**src/bus_pkg.sv**
```systemverilog
`default_nettype none

package bus_pkg;

  // Bus widths
  localparam int AddrWidth = 32;
  localparam int DataWidth = 32;
  localparam int BeWidth   = DataWidth / 8;

  // One request from the host, a single-cycle strobe
  typedef struct packed {
    logic                 valid;
    logic                 we;
    logic [BeWidth-1:0]   be;
    logic [AddrWidth-1:0] addr;
    logic [DataWidth-1:0] wdata;
  } bus_req_t;

  // Response, one cycle after its request
  typedef struct packed {
    logic                 valid;
    logic                 err;
    logic [DataWidth-1:0] rdata;
  } bus_rsp_t;

endpackage

`default_nettype wire

```
**src/soc_map_pkg.sv**
```systemverilog
`default_nettype none

package soc_map_pkg;

  // GPIO region, 4 KiB
  localparam logic [bus_pkg::AddrWidth-1:0] GpioSize  = 4 * 1024;
  localparam logic [bus_pkg::AddrWidth-1:0] GpioStart = 32'h80000000;
  localparam logic [bus_pkg::AddrWidth-1:0] GpioMask  = ~(GpioSize - 1);

  // PWM region, 4 KiB, only the first NrPwm * PwmStride bytes are mapped
  localparam logic [bus_pkg::AddrWidth-1:0] PwmSize  = 4 * 1024;
  localparam logic [bus_pkg::AddrWidth-1:0] PwmStart = 32'h80003000;
  localparam logic [bus_pkg::AddrWidth-1:0] PwmMask  = ~(PwmSize - 1);

  // Peripheral sizes
  localparam int GpiWidth   = 8;
  localparam int GpoWidth   = 16;
  localparam int NrPwm      = 4;
  localparam int PwmCtrSize = 8;

  localparam int unsigned PwmStride = 8;

  // Picks one of the two registers inside a block
  localparam int RegOffsetBit = 2;

  // Returned by the error stub
  localparam logic [bus_pkg::DataWidth-1:0] UnmappedRdata = 32'hdecea5ed;

  // Response sources, Unmapped must stay last
  typedef enum int {
    Gpio = 0,
    Pwm0,
    Pwm1,
    Pwm2,
    Pwm3,
    Unmapped
  } dev_e;

  localparam int NrDevices = Unmapped + 1;

  typedef logic [NrDevices-1:0] dev_sel_t;

endpackage

`default_nettype wire

```
**src/bus_decoder.sv**
```systemverilog
`default_nettype none

module bus_decoder (
  input  bus_pkg::bus_req_t     bus_req_i,
  output soc_map_pkg::dev_sel_t sel_o
);

  import bus_pkg::*;
  import soc_map_pkg::*;

  logic                 gpio_hit;
  logic                 pwm_region;
  logic                 pwm_hit;
  logic [AddrWidth-1:0] pwm_offs;
  logic [AddrWidth-1:0] pwm_chan;

  assign gpio_hit   = (bus_req_i.addr & GpioMask) == GpioStart;
  assign pwm_region = (bus_req_i.addr & PwmMask) == PwmStart;

  // Offset inside the PWM region and the channel it falls in
  assign pwm_offs = bus_req_i.addr & ~PwmMask;
  assign pwm_chan = pwm_offs / PwmStride;

  // Upper part of the PWM region has no channel behind it
  assign pwm_hit = pwm_region && (pwm_offs < NrPwm * PwmStride);

  always_comb begin
    sel_o = '0;
    if (bus_req_i.valid) begin
      if (gpio_hit) begin
        sel_o[Gpio] = 1'b1;
      end else if (pwm_hit) begin
        for (int i = 0; i < NrPwm; i++) begin
          if (pwm_chan == i) begin
            sel_o[Pwm0 + i] = 1'b1;
          end
        end
      end else begin
        // Everything else goes to the error stub
        sel_o[Unmapped] = 1'b1;
      end
    end
  end

endmodule

`default_nettype wire

```
**src/gpio_regs.sv**
```systemverilog
`default_nettype none

module gpio_regs (
  input  logic                             clk_sys_i,
  input  logic                             rst_sys_ni,
  input  bus_pkg::bus_req_t                bus_req_i,
  input  logic                             sel_i,
  output logic [bus_pkg::DataWidth-1:0]    rdata_o,
  input  logic [soc_map_pkg::GpiWidth-1:0] gp_i,
  output logic [soc_map_pkg::GpoWidth-1:0] gp_o
);

  import bus_pkg::*;
  import soc_map_pkg::*;

  logic [GpiWidth-1:0]  gpi_sync_q;
  logic [GpiWidth-1:0]  gpi_q;
  logic [GpoWidth-1:0]  gpo_q;
  logic [GpoWidth-1:0]  gpo_d;
  logic [GpoWidth-1:0]  be_mask;
  logic                 gpo_we;
  logic [DataWidth-1:0] rdata_d;
  logic [DataWidth-1:0] rdata_q;

  // Expand byte enables to a bit mask
  always_comb begin
    for (int i = 0; i < GpoWidth / 8; i++) begin
      be_mask[i*8 +: 8] = {8{bus_req_i.be[i]}};
    end
  end

  assign gpo_we = sel_i && bus_req_i.we && !bus_req_i.addr[RegOffsetBit];
  assign gpo_d  = (gpo_q & ~be_mask) |
                  (bus_req_i.wdata[GpoWidth-1:0] & be_mask);

  always_ff @(posedge clk_sys_i or negedge rst_sys_ni) begin
    if (!rst_sys_ni) begin
      gpi_sync_q <= '0;
      gpi_q      <= '0;
      gpo_q      <= '0;
    end else begin
      // Two-flop synchroniser for the asynchronous inputs
      gpi_sync_q <= gp_i;
      gpi_q      <= gpi_sync_q;
      if (gpo_we) begin
        gpo_q <= gpo_d;
      end
    end
  end

  // Offset 4 reads GPI, offset 0 reads GPO, rest of region aliases
  assign rdata_d = bus_req_i.addr[RegOffsetBit] ? DataWidth'(gpi_q) : DataWidth'(gpo_q);

  always_ff @(posedge clk_sys_i) begin
    if (sel_i) begin
      rdata_q <= rdata_d;
    end
  end

  assign rdata_o = rdata_q;
  assign gp_o    = gpo_q;

endmodule

`default_nettype wire

```
**src/pwm_channel.sv**
```systemverilog
`default_nettype none

module pwm_channel (
  input  logic                          clk_sys_i,
  input  logic                          rst_sys_ni,
  input  bus_pkg::bus_req_t             bus_req_i,
  input  logic                          sel_i,
  output logic [bus_pkg::DataWidth-1:0] rdata_o,
  output logic                          pwm_o
);

  import bus_pkg::*;
  import soc_map_pkg::*;

  logic [PwmCtrSize-1:0] pulse_width_q;
  logic [PwmCtrSize-1:0] period_q;
  logic [PwmCtrSize-1:0] ctr_q;
  logic                  reg_we;
  logic                  period_sel;
  logic [DataWidth-1:0]  rdata_d;
  logic [DataWidth-1:0]  rdata_q;

  assign period_sel = bus_req_i.addr[RegOffsetBit];

  // Only the low byte is writable
  assign reg_we = sel_i && bus_req_i.we && bus_req_i.be[0];

  always_ff @(posedge clk_sys_i or negedge rst_sys_ni) begin
    if (!rst_sys_ni) begin
      pulse_width_q <= '0;
      period_q      <= '0;
    end else if (reg_we) begin
      if (period_sel) begin
        period_q <= bus_req_i.wdata[PwmCtrSize-1:0];
      end else begin
        pulse_width_q <= bus_req_i.wdata[PwmCtrSize-1:0];
      end
    end
  end

  // Counts 0 to period inclusive, a period of 0 holds it at 0
  always_ff @(posedge clk_sys_i or negedge rst_sys_ni) begin
    if (!rst_sys_ni) begin
      ctr_q <= '0;
    end else if (ctr_q >= period_q) begin
      // Also catches a period lowered below the current count
      ctr_q <= '0;
    end else begin
      ctr_q <= ctr_q + 1'b1;
    end
  end

  assign pwm_o = ctr_q < pulse_width_q;

  assign rdata_d = period_sel ? DataWidth'(period_q) : DataWidth'(pulse_width_q);

  always_ff @(posedge clk_sys_i) begin
    if (sel_i) begin
      rdata_q <= rdata_d;
    end
  end

  assign rdata_o = rdata_q;

endmodule

`default_nettype wire

```
**src/rsp_mux.sv**
```systemverilog
`default_nettype none

module rsp_mux (
  input  logic                  clk_sys_i,
  input  logic                  rst_sys_ni,
  input  logic                  req_valid_i,
  input  soc_map_pkg::dev_sel_t sel_i,
  // One word per real device, the Unmapped slot has no device behind it
  input  logic [soc_map_pkg::Unmapped-1:0][bus_pkg::DataWidth-1:0] dev_rdata_i,
  output bus_pkg::bus_rsp_t     bus_rsp_o
);

  import bus_pkg::*;
  import soc_map_pkg::*;

  logic                 valid_q;
  dev_sel_t             sel_q;
  logic [DataWidth-1:0] dev_rdata;

  always_ff @(posedge clk_sys_i or negedge rst_sys_ni) begin
    if (!rst_sys_ni) begin
      valid_q <= 1'b0;
      sel_q   <= '0;
    end else begin
      valid_q <= req_valid_i;
      sel_q   <= sel_i;
    end
  end

  // One-hot AND-OR mux over the devices
  always_comb begin
    dev_rdata = '0;
    for (int i = 0; i < Unmapped; i++) begin
      if (sel_q[i]) begin
        dev_rdata = dev_rdata | dev_rdata_i[i];
      end
    end
  end

  // Error stub answers unmapped addresses
  assign bus_rsp_o.valid = valid_q;
  assign bus_rsp_o.err   = sel_q[Unmapped];
  assign bus_rsp_o.rdata = sel_q[Unmapped] ? UnmappedRdata : dev_rdata;

endmodule

`default_nettype wire

```
**src/demo_periph_top.sv**
```systemverilog
`default_nettype none

module demo_periph_top (
  input  logic                             clk_sys_i,
  input  logic                             rst_sys_ni,
  input  bus_pkg::bus_req_t                bus_req_i,
  output bus_pkg::bus_rsp_t                bus_rsp_o,
  input  logic [soc_map_pkg::GpiWidth-1:0] gp_i,
  output logic [soc_map_pkg::GpoWidth-1:0] gp_o,
  output logic [soc_map_pkg::NrPwm-1:0]    pwm_o
);

  import bus_pkg::*;
  import soc_map_pkg::*;

  dev_sel_t                            sel;
  logic [Unmapped-1:0][DataWidth-1:0]  dev_rdata;

  bus_decoder u_bus_decoder (
    .bus_req_i (bus_req_i),
    .sel_o     (sel)
  );

  gpio_regs u_gpio_regs (
    .clk_sys_i  (clk_sys_i),
    .rst_sys_ni (rst_sys_ni),
    .bus_req_i  (bus_req_i),
    .sel_i      (sel[Gpio]),
    .rdata_o    (dev_rdata[Gpio]),
    .gp_i       (gp_i),
    .gp_o       (gp_o)
  );

  // Channel i answers at PwmStart + i * PwmStride
  for (genvar i = 0; i < NrPwm; i++) begin : g_pwm
    pwm_channel u_pwm_channel (
      .clk_sys_i  (clk_sys_i),
      .rst_sys_ni (rst_sys_ni),
      .bus_req_i  (bus_req_i),
      .sel_i      (sel[Pwm0 + i]),
      .rdata_o    (dev_rdata[Pwm0 + i]),
      .pwm_o      (pwm_o[i])
    );
  end

  rsp_mux u_rsp_mux (
    .clk_sys_i   (clk_sys_i),
    .rst_sys_ni  (rst_sys_ni),
    .req_valid_i (bus_req_i.valid),
    .sel_i       (sel),
    .dev_rdata_i (dev_rdata),
    .bus_rsp_o   (bus_rsp_o)
  );

endmodule

`default_nettype wire

```
**config.mk**
```make
export PLATFORM = sky130hd
export DESIGN_NAME = demo_periph_top
export DESIGN_NICKNAME = d
export VERILOG_FILES = /design/src/bus_pkg.sv /design/src/soc_map_pkg.sv /design/src/bus_decoder.sv /design/src/gpio_regs.sv /design/src/pwm_channel.sv /design/src/rsp_mux.sv /design/src/demo_periph_top.sv
export SDC_FILE = /design/constraint.sdc
export NUM_CORES = 1
export LEC_CHECK = 0
export BUFFER_PORTS_ARGS = -buffer_cell sky130_fd_sc_hd__buf_2
export CAP_MARGIN = 25
export CORE_UTILIZATION = 62
export CTS_CLUSTER_DIAMETER = 40
export DETAILED_ROUTE_END_ITERATION = 16
export PLACE_DENSITY = 0.83
export SLEW_MARGIN = 5
export SYNTH_ARGS = -nofsm -noshare
export SYNTH_HDL_FRONTEND = slang
export SYNTH_SLANG_ARGS = --single-unit
export TNS_END_PERCENT = 100
```
**constraint.sdc**
```tcl
create_clock -name clk_sys_i -period 3.29 [get_ports clk_sys_i]
set_input_delay 0.1645 -clock clk_sys_i [delete_from_list [all_inputs] [get_ports clk_sys_i]]
set_output_delay 0.1645 -clock clk_sys_i [all_outputs]
set_load 0.03 [all_outputs]
```
-- Word-level counts from Yosys, hierarchy flattened
Index checks and enable logic that the tools add are counted.
Widths: inputs -> output; s select.
- add/sub/neg operators: 4
- $mul: 0
- div/mod/pow operators: 0
- order comparisons: 9
- equality and inequality tests: 5
- shifts and indexed selects: 0
- multiplexer cells: 24
- bitwise gates (word level): 9
- reductions and logical operators: 21
- operator list (kind ; count):
    $mux 32 ; 6
    $or 32x32->32 ; 4
    $mux 8 ; 9
    $eq 20x20->1 const B ; 2
    $add 8x1->8 const B ; 4
    $and 16x16->16 ; 2
    $ge 8x8->1 ; 4
    $logic_not 32->1 ; 1
    $lt 8x8->1 ; 4
    $eq 9x2->1 const B ; 2
    $not 16->16 ; 1
    $or 16x16->16 ; 1
    $reduce_and 2->1 ; 8
    $lt 12x6->1 const B ; 1
    $logic_and 1x1->1 ; 11
    $eq 9x1->1 const B ; 1
    $mux 1 ; 6
    $mux 6 ; 1
    $mux 5 ; 1
    $mux 4 ; 1
    $logic_not 1->1 ; 1
    $not 1->1 ; 1
- flip-flop bits (word level): 295
- bits in latches: 0
- bits in writable memories: 0
- bits in read-only memories: 0
- input port bits: 80
- output and inout bits: 54
- memories: 0

-- Depth between registers and ports, before layout
Gate-level depths: netlist of run 1.
- depth after elaboration: 10
- mapped depth: 7
- depth with buffers taken out: 6

-- Hierarchy
From an unflattened synthesis of run 1, not the netlist that was laid out.
- cell total of the unflattened synthesis: 940
- area total of the unflattened synthesis: 10511.3 µm²
- modules (own cells, without submodules) (module ; times used ; cells an instance ; area an instance (µm²) ; sequential area each (µm²)):
    pwm_channel ; 4 ; 167 ; 1864.3 ; 840.8
    gpio_regs ; 1 ; 101 ; 1793.0 ; 1281.2
    rsp_mux ; 1 ; 144 ; 1063.5 ; 175.2
    bus_decoder ; 1 ; 27 ; 197.7 ; 0.0

-- Worst setup path before layout of run 1
No wires, ideal clock.
- path kind: input to register
- start: input bus_req_i[58] in the netlist's numbering
- end: register g_pwm[0].u_pwm_channel.rdata_q[0], enable pin
- arrival time: 2090 ps
- slack: 815 ps
- cell stages on the path: 5
- path buffers: 1
- cells stage by stage: nor4_1 > nand3_1 > buf_2 > or4_1 > nor3_1
- cells in the longest elaborated chain, start to end: 5
- elaborated cells on any way between the ends: 6
- those cells by class: eq/ne (2); mux (3); reduce/logical (1)
- ends and longest elaborated chain (element ; RTL line ; source):
    start: declaration ; demo_periph_top.sv:6 ; input bus_pkg::bus_req_t bus_req_i,
    $eq 20x20->1 ; bus_decoder.sv:18 ; assign pwm_region = (bus_req_i.addr & PwmMask) == PwmStart;
    $logic_and 1x1->1 ; bus_decoder.sv:25 ; assign pwm_hit = pwm_region && (pwm_offs < NrPwm * PwmStride);
    $mux 4 ; bus_decoder.sv:32 ; end else if (pwm_hit) begin
    $mux 5 * ; bus_decoder.sv:30 ; if (gpio_hit) begin
    $mux 6 * ; bus_decoder.sv:29 ; if (bus_req_i.valid) begin
    named net g_pwm[0].u_pwm_channel.sel_i ; pwm_channel.sv:7 ; input logic sel_i,
    end signal: assignment ; pwm_channel.sv:59 ; rdata_q <= rdata_d;
    end: declaration ; pwm_channel.sv:21 ; logic [DataWidth-1:0] rdata_q;
Mark *: on every way through the listed nets, which the timed path passes. The rest lies on a longest branch.
A chain may end at the register's enable or synchronous reset.

-- Worst setup path after layout of run 1
- start: register g_pwm[1].u_pwm_channel.ctr_q[4]
- end: output pwm_o[1] in the netlist's numbering
- cells in the longest elaborated chain, start to end: 1
- ends and longest elaborated chain (element ; RTL line ; source):
    start: declaration ; pwm_channel.sv:17 ; logic [PwmCtrSize-1:0] ctr_q;
    start signal: assignment ; pwm_channel.sv:49 ; ctr_q <= ctr_q + 1'b1;
    $lt 8x8->1 ; pwm_channel.sv:53 ; assign pwm_o = ctr_q < pulse_width_q;
    end: declaration ; demo_periph_top.sv:10 ; output logic [soc_map_pkg::NrPwm-1:0] pwm_o
Every way passes these cells.

==> results of run 1 <==
-- cells by family (layout without fill, tap and decap cells) --
| family | Yosys count | count (layout) | share of synthesized area [%] |
|---|---|---|---|
| AOI/OAI and AO/OA | 142 | 142 | 10.2 |
| xor gates and xnor gates | 24 | 24 | 2.29 |
| adders and majority gates | 64 | 64 | 8.72 |
| buffers and inverters | 104 | 228 | 5.16 |
| DFF | 183 | 183 | 52.5 |
| muxes | 92 | 92 | 11.3 |
| other | 1 | 5 | 0.0408 |
| and+or+nand+nor | 144 | 144 | 9.85 |
-- synth_stat cells, types with 2 or more instances --
library cell / count
nor2_1: 15
o2111ai_1: 4
or3_1: 3
or4_1: 2
xor2_1: 15
and3_1: 8
nand2b_1: 10
nor4_1: 3
o21a_1: 4
ha_1: 64
edfxtp_1: 48
o21ai_0: 41
nand4b_1: 3
a22oi_1: 14
nor4_2: 2
nand3_1: 28
mux2_2: 84
xnor2_1: 9
a21o_1: 20
buf_4: 22
a21oi_1: 17
buf_1: 2
a211oi_1: 36
a2111oi_0: 4
nor2b_1: 9
and2_1: 4
mux2_1: 8
nand2_1: 37
dfrtp_1: 135
inv_1: 65
clkbuf_1: 14
a222oi_1: 2
nor3_1: 4
nor4_4: 8
nand4_1: 3
-- sequential cells by signal, summed over array words and instances, names as in the netlist, named ones only --
| signal | count |
|---|---|
| g_pwm.u_pwm_channel.pulse_width_q | 32 |
| u_rsp_mux.sel_q | 6 |
| u_gpio_regs.rdata_o | 16 |
| g_pwm.u_pwm_channel.period_q | 32 |
| g_pwm.u_pwm_channel.rdata_o | 32 |
| g_pwm.u_pwm_channel.ctr_q | 32 |
| u_rsp_mux.valid_q | 1 |
| u_gpio_regs.gpi_q | 8 |
| u_gpio_regs.gpi_sync_q | 8 |
-- final cells by class --
| cell class | instances | area (sq um) |
|---|---|---|
| flip-flops and latches | 183 | 4820 |
| multi-input cells | 471 | 3910 |
| repair buffers | 131 | 773 |
| fillers | 933 | 3910 |
| clock inverters | 15 | 163 |
| inverters | 65 | 244 |
| clock buffers | 17 | 425 |
| well taps | 184 | 230 |
-- metal layers --
| metal | share of wire, % | routed length [um] | GRT usage, % | up-vias |
|---|---|---|---|---|
| li1 | - | - | - | 2949 |
| met1 | 41 | 8660 | 36.3 | 3167 |
| met2 | 49 | 10400 | 50.0 | 238 |
| met3 | 6.1 | 1300 | 6.00 | 53 |
| met4 | 3.4 | 710 | 15.2 | 0 |
| met5 | 0 | 0 | 0 | - |
-- worst reg2reg max path: cells and delay by family (launching register included) --
family	cells	cell delay (ns)
buffers and inverters	1	0.09
and+or+nand+nor	1	0.14
DFF	1	0.50
AOI/OAI and AO/OA	3	0.74
adders and majority gates	1	0.28
-- what timing repair did --
action	4_1_cts	5_1_grt
hold buffers	18	0
resized for setup	0	0
hold endpoints to repair	68	0
-- stage by stage --
step	hold slack [ns]	cells	cell area, sq um	util [%]	power, mW
2_1_floorplan	-0.131	758	9200	-	2.48
3_3_place_gp	0.241	1016	9800	67.7	2.57
3_5_place_dp	0.253	1016	9800	67.7	2.58
4_1_cts	0.125	1066	10600	73.0	4.58
5_1_grt	0.157	1066	10600	73.0	4.70
6_report	0.125	1066	10600	73.0	4.56
-- worst paths after layout --
path,to,depth (start not counted)
worst max register to register,g_pwm[3].u_pwm_channel.ctr_q[7],6
worst max-delay path,pwm_o[1],6
worst min register to register,u_gpio_regs.gpi_q[7],0
min in group asynchronous,asynchronous set/reset pin,2
max in group asynchronous,g_pwm[1].u_pwm_channel.pulse_width_q[6],3
worst min-delay path,u_rsp_mux.sel_q[5],3
-- report_power, final --
group	internal, mW	switching [mW]
clock network	1.08	0.935
logic	0.0678	0.145
registers	2.33	0.00691
-- cells in the final DEF, fill, tap and decap left out, types with 3 or more instances in the layout --
master | synthesis | final
xnor2_1 | 9 | 9
nor2b_1 | 9 | 9
nor4_4 | 8 | 8
o2111ai_1 | 4 | 4
mux2_1 | 8 | 8
nand3_1 | 28 | 28
inv_8 | 0 | 5
a2111oi_0 | 4 | 4
o21ai_0 | 41 | 41
nor4_1 | 3 | 3
a21o_1 | 20 | 20
a21oi_1 | 17 | 17
conb_1 | 1 | 5
dfrtp_1 | 135 | 135
inv_1 | 65 | 65
dlygate4sd3_1 | 0 | 18
and2_1 | 4 | 4
and3_1 | 8 | 8
nor3_1 | 4 | 3
nand4_1 | 3 | 3
nor2_1 | 15 | 15
nand4b_1 | 3 | 3
a211oi_1 | 36 | 36
mux2_2 | 84 | 84
a22oi_1 | 14 | 14
xor2_1 | 15 | 15
nand2b_1 | 10 | 10
nand2_1 | 37 | 37
clkbuf_16 | 0 | 17
or3_1 | 3 | 3
ha_1 | 64 | 64
buf_4 | 22 | 5
edfxtp_1 | 48 | 48
buf_2 | 1 | 107
o21a_1 | 4 | 4
==> metrics.md, run 1 <==
| Metric | Value |
|---|---|
| Synth Warn # | 0 |
| Tmin final | ~3.0 ns |
| Routed vias | between 6000 and 7000 |
| Vias in the first global route | ~6600 |
| Clk root buf | clkbuf_16 |
| Power Density | between 400 and 500 mW/mm^2 |
| Die Width | around 120 um |
| Num CTS Buffers | 17 |
| RR Startpoint | g_pwm[3].u_pwm_channel.ctr_q[0] |
| CTS tree | yes |
| HP Class | in -> reg |
| Worst Setup End Kind | primary output |
| Post-synthesis cell type count | 42 |
| CP Class | reg -> out |
| Yosys top cell area share | between 30% and 40% |
| Synth Register Bits | around 180 |
| DRC viols | 0 |
| R2R setup slack | approximately 1.4 ns |
| Worst stage delay on the critical path | 0.72 ns |
| Die area | 0.0153 sq mm |
| Syn_area_per_cell | approximately 12 sq um |
| Post-CTS Setup Inserts | 0 |
| Largest net degree at the start of global routing | 85 |
| Layout area overhead | 15.0% |
| IO Pins | 134 |
| DP HPWL | 14600 um |
| Crit-path max FO | 4 |
| GP Congestion | ~0.92 |
| Clock Skew | approximately 0.0082 ns |
| Row cnt | 44 |
| Drt total wl | 21100 um |
| Max Cap Violations | 0 |
| Drt via density | approximately 6 |
| Antenna cells | 0 |
| Post-synth EDFFs | 48 |
| Register area share after synthesis | roughly 52% |
| Critical path's slowest cell | a2111oi_0 |
| CP required | ~3.1 ns |
| Area contributors post-synth | dfrtp_1 (37%), edfxtp_1 (16%), mux2_2 (10%) |
| Pleak | approximately 4.9 nW |
| Clock Latency Late Sink | about 0.44 ns |
| Routed len/inst | 19.8 um |
| Ys flop type | dfrtp_1 |
| Drt first pass iters | 5 |
| Worst Tran Pin Value | 0.883 ns |
| Crit-path cells | ha_1 -> a21o_1 -> a2111oi_0 -> o21ai_0 -> o21ai_0 -> buf_2 |
| Max clock buf depth | 2 |
| Clk slew on worst S/H paths | approximately 0.07 ns |
| Antenna viol nets, final | 0 |
| CP bufs+invs | 1 |
| Overall routing resource usage | 29.7% |
| Initial antenna violation count | 0 |
| Final setup violation count | 0 |
| Final WS setup | 0.335 ns |
| Total negative setup slack | 0 ns |
| CP Launch Type | register |
| Gate count after technology mapping | 754 |
| Total gr overflow | 0 |
| Initial DRC count | 643 |
| Most used cell, CP | o21ai_0 |
| Max VDD drop | roughly 0.00038 V |
| Post-synth ARST share | around three quarters |
| Starting Density | 63.4% |
| Buffers on Ports | 108 |
| Final period util | between 80% and 90% |
| Cell area after synthesis | between 0.009 and 0.01 sq mm |
| CTS sink cnt | ~180 |
| Worst slack at placement | slightly below 0.7 ns |
| Die height | 124 um |
| Share of cells above drive strength 1 | between 20% and 30% |
| Slew Limit Fails | 0 |
| RSZ-0062 raised after global routing | false |
| First-pass GRT wire length | 33300 um |
| Worst Setup SP | g_pwm[1].u_pwm_channel.ctr_q[4] |
| CP delay by family, top | compound AO/OA/AOI/OAI gates |
| Nets | a little over 1000 |
| Core area | 0.0145 sq mm |
| Worst EP arrival | about 2.8 ns |
| Synth area leader | dfrtp_1 |
| F_max | about 340 MHz |
| Final hold violation count | 0 |
| Min-delay src | bus_req_i[44] |
| Outcome | finished clean |
| Htree depth | 4 |
| Slew HR | between 40% and 50% |
(Power assumes the default switching activity.)
==> run 2: changes to the inputs <==
==> constraint.sdc (replaced) <==
create_clock -name clk_sys_i -period 3.29 [get_ports clk_sys_i]
set_input_delay 0.4935 -clock clk_sys_i [delete_from_list [all_inputs] [get_ports clk_sys_i]]
set_output_delay 0.4935 -clock clk_sys_i [all_outputs]
set_load 0.03 [all_outputs]
==> metrics.md, run 2 (synthesized netlist as in run 1, its figures left out) <==
| Metric | Value |
|---|---|
| Starting Density | 63.4% (unchanged) |
| Htree depth | 4 (unchanged) |
| Routed vias | 6433 (+0.41%) |
| Post-CTS Setup Inserts | 0 (unchanged) |
| Die area | 0.0153 sq mm (unchanged) |
| Final period util | 92.3% (+2.5 points) |
| Max clock buf depth | 2 (unchanged) |
| CTS sink cnt | 183 (unchanged) |
| Drt via density | 6.11 (+1.6%) |
| Clock Latency Late Sink | 0.44 ns (about the same) |
| Routed len/inst | 20.2 um (+1.9%) |
| Share of cells above drive strength 1 | 28.5% (+1.1 points) |
| DP HPWL | 15000 um (+2.3%) |
| Hold buffers post-CTS | 0 (-18) |
| Row cnt | 44 (unchanged) |
| First-pass GRT wire length | 32700 um (-1.9%) |
| Finished Layout Cells | 1053 (-1.2%) |
| Slew HR | 47.0% (+6.4 points) |
| Cell Area, Placed | 0.00984 sq mm (+0.38%) |
| Antenna viol nets, final | 0 (unchanged) |
| Initial antenna violation count | 0 (unchanged) |
| Nets | 1000 (-1.3%) |
| Die Width | 124 um (unchanged) |
| Antenna cells | 0 (unchanged) |
| F_max | 329 MHz (-2.7%) |
| Total gr overflow | 0 (unchanged) |
| DRC viols | 0 (unchanged) |
| Critical path's slowest cell | a2111oi_0 |
| Largest net degree at the start of global routing | 61 (-28%) |
| GP Congestion | 0.919 (about the same) |
| Vias in the first global route | 6415 (-2.1%) |
| HP Class | in -> async |
| CP bufs+invs | 1 (unchanged) |
| Most used cell, CP | o21ai_0 |
| Worst Setup End Kind | primary output |
| Final setup violation count | 0 (unchanged) |
| Initial DRC count | 804 (+25%) |
| Worst EP arrival | 2.54 ns (-0.25 ns) |
| Layout area overhead | 13.9% |
| Grt met3 use | 5.77% (-0.23 points) |
| Drt total wl | 21200 um (+0.61%) |
| CP Class | reg -> out |
| Pleak | 4.84 nW (-0.51%) |
| CP delay by family, top | compound AO/OA/AOI/OAI gates |
| Crit-path max FO | 5 (+1) |
| Crit-path cells | ha_1 -> a21o_1 -> a2111oi_0 -> o21ai_0 -> o21ai_0 -> buf_2 |
| Die height | 124 um (unchanged) |
| Slew Limit Fails | 0 (unchanged) |
| Buffers on Ports | 108 (unchanged) |
| Core area | 0.0145 sq mm (unchanged) |
| R2R setup slack | 1.41 ns (-0.03 ns) |
| Outcome | finished clean |
| Overall routing resource usage | 29.1% (-0.64 points) |
| CP Launch Type | register |
| Drt first pass iters | 5 (unchanged) |
| Global route hottest layer | met2 |
| IO Pins | 134 (unchanged) |
| Clk root buf | clkbuf_16 |
| Total negative setup slack | 0 ns (unchanged) |
| Clock Skew | 0.00657 ns (-0.00160 ns) |
| CTS tree | yes |
| Clk slew on worst S/H paths | 0.07 ns (about the same) |
| Met2 global-route usage | 49.5% (-0.52 points) |
| GR Layer Usage met1 | 35.8% (-0.54 points) |
| Post-Route Utilization | 72.3% (-0.72 points) |
| Cts repair resizes | 0 (unchanged) |
| Most frequent cells in the layout | dfrtp_1 (135), buf_2 (107), mux2_2 (84), inv_1 (65), ha_1 (64) |
| Worst stage delay on the critical path | 0.53 ns (-0.19 ns) |
| Power Density | 445 mW/mm^2 (+3.1%) |
| Max Cap Violations | 0 (unchanged) |
| Max VDD drop | 0.000338 V (-10%) |
| Dpl cells | 1021 (+0.49%) |
| RSZ-0062 raised after global routing | false |
| Most common cell after layout, fill and taps aside | dfrtp_1 |
| CP required | 2.80 ns (-0.33 ns) |
| Final hold violation count | 0 (unchanged) |
| Num CTS Buffers | 17 (unchanged) |
| Worst Tran Pin Value | 0.794 ns (-0.0884 ns) |
| Fin area | 0.0105 sq mm (-0.98%) |
| Tmin final | 3.04 ns (+0.0821 ns) |
run 2: layout make-up:
class                   instances  area [sq um]
multi-input cells             471          3910
well taps                     184           230
repair buffers                118           631
fillers                       891          4020
clock inverters                14           176
clock buffers                  18           450
inverters                      65           244
flip-flops and latches        183          4820
run 2: per-layer routing:
| metal | vias up | wire (um) |
|---|---|---|
| li1 | 2924 | - |
| met1 | 3158 | 8340 |
| met2 | 292 | 10700 |
| met3 | 59 | 1550 |
| met4 | 0 | 641 |
| met5 | - | 0 |
run 2: final timing paths:
path / cells after the start / end / start
max: 6 / pwm_o[3] / g_pwm[3].u_pwm_channel.ctr_q[4]
min: 1 / asynchronous set/reset pin / rst_sys_ni
max reg2reg: 6 / g_pwm[1].u_pwm_channel.ctr_q[4] / g_pwm[1].u_pwm_channel.ctr_q[0]
min reg2reg: 0 / u_gpio_regs.gpi_q[6] / u_gpio_regs.gpi_sync_q[6]
max in group asynchronous: 2 / g_pwm[0].u_pwm_channel.period_q[7] / rst_sys_ni
min in group clk_sys_i: 1 / u_gpio_regs.gpi_sync_q[0] / gp_i[0]
run 2: worst reg2reg max path, cell delays in order (launching register included):
cell and delay, ns:
dfrtp_1 0.45, inv_1 0.07, ha_1 0.29, nand2b_1 0.15, a21o_1 0.18, a21o_1 0.27, a211oi_1 0.35
run 2: through the flow:
step                total power, mW  hold slack (ns)  setup WS (ns)
global route                   4.79            0.152          0.134
CTS                            4.68            0.152          0.293
floorplan                      2.48            0.198          0.486
finish                         4.66            0.143          0.253
detailed placement             2.58            0.336          0.609
global placement               2.58            0.333          0.707
run 2: power breakdown:
group          switching [mW]  internal, mW  leakage [nW]
registers             0.00694          2.33          2.31
logic                   0.141        0.0546          2.22
clock network           0.923          1.20         0.308
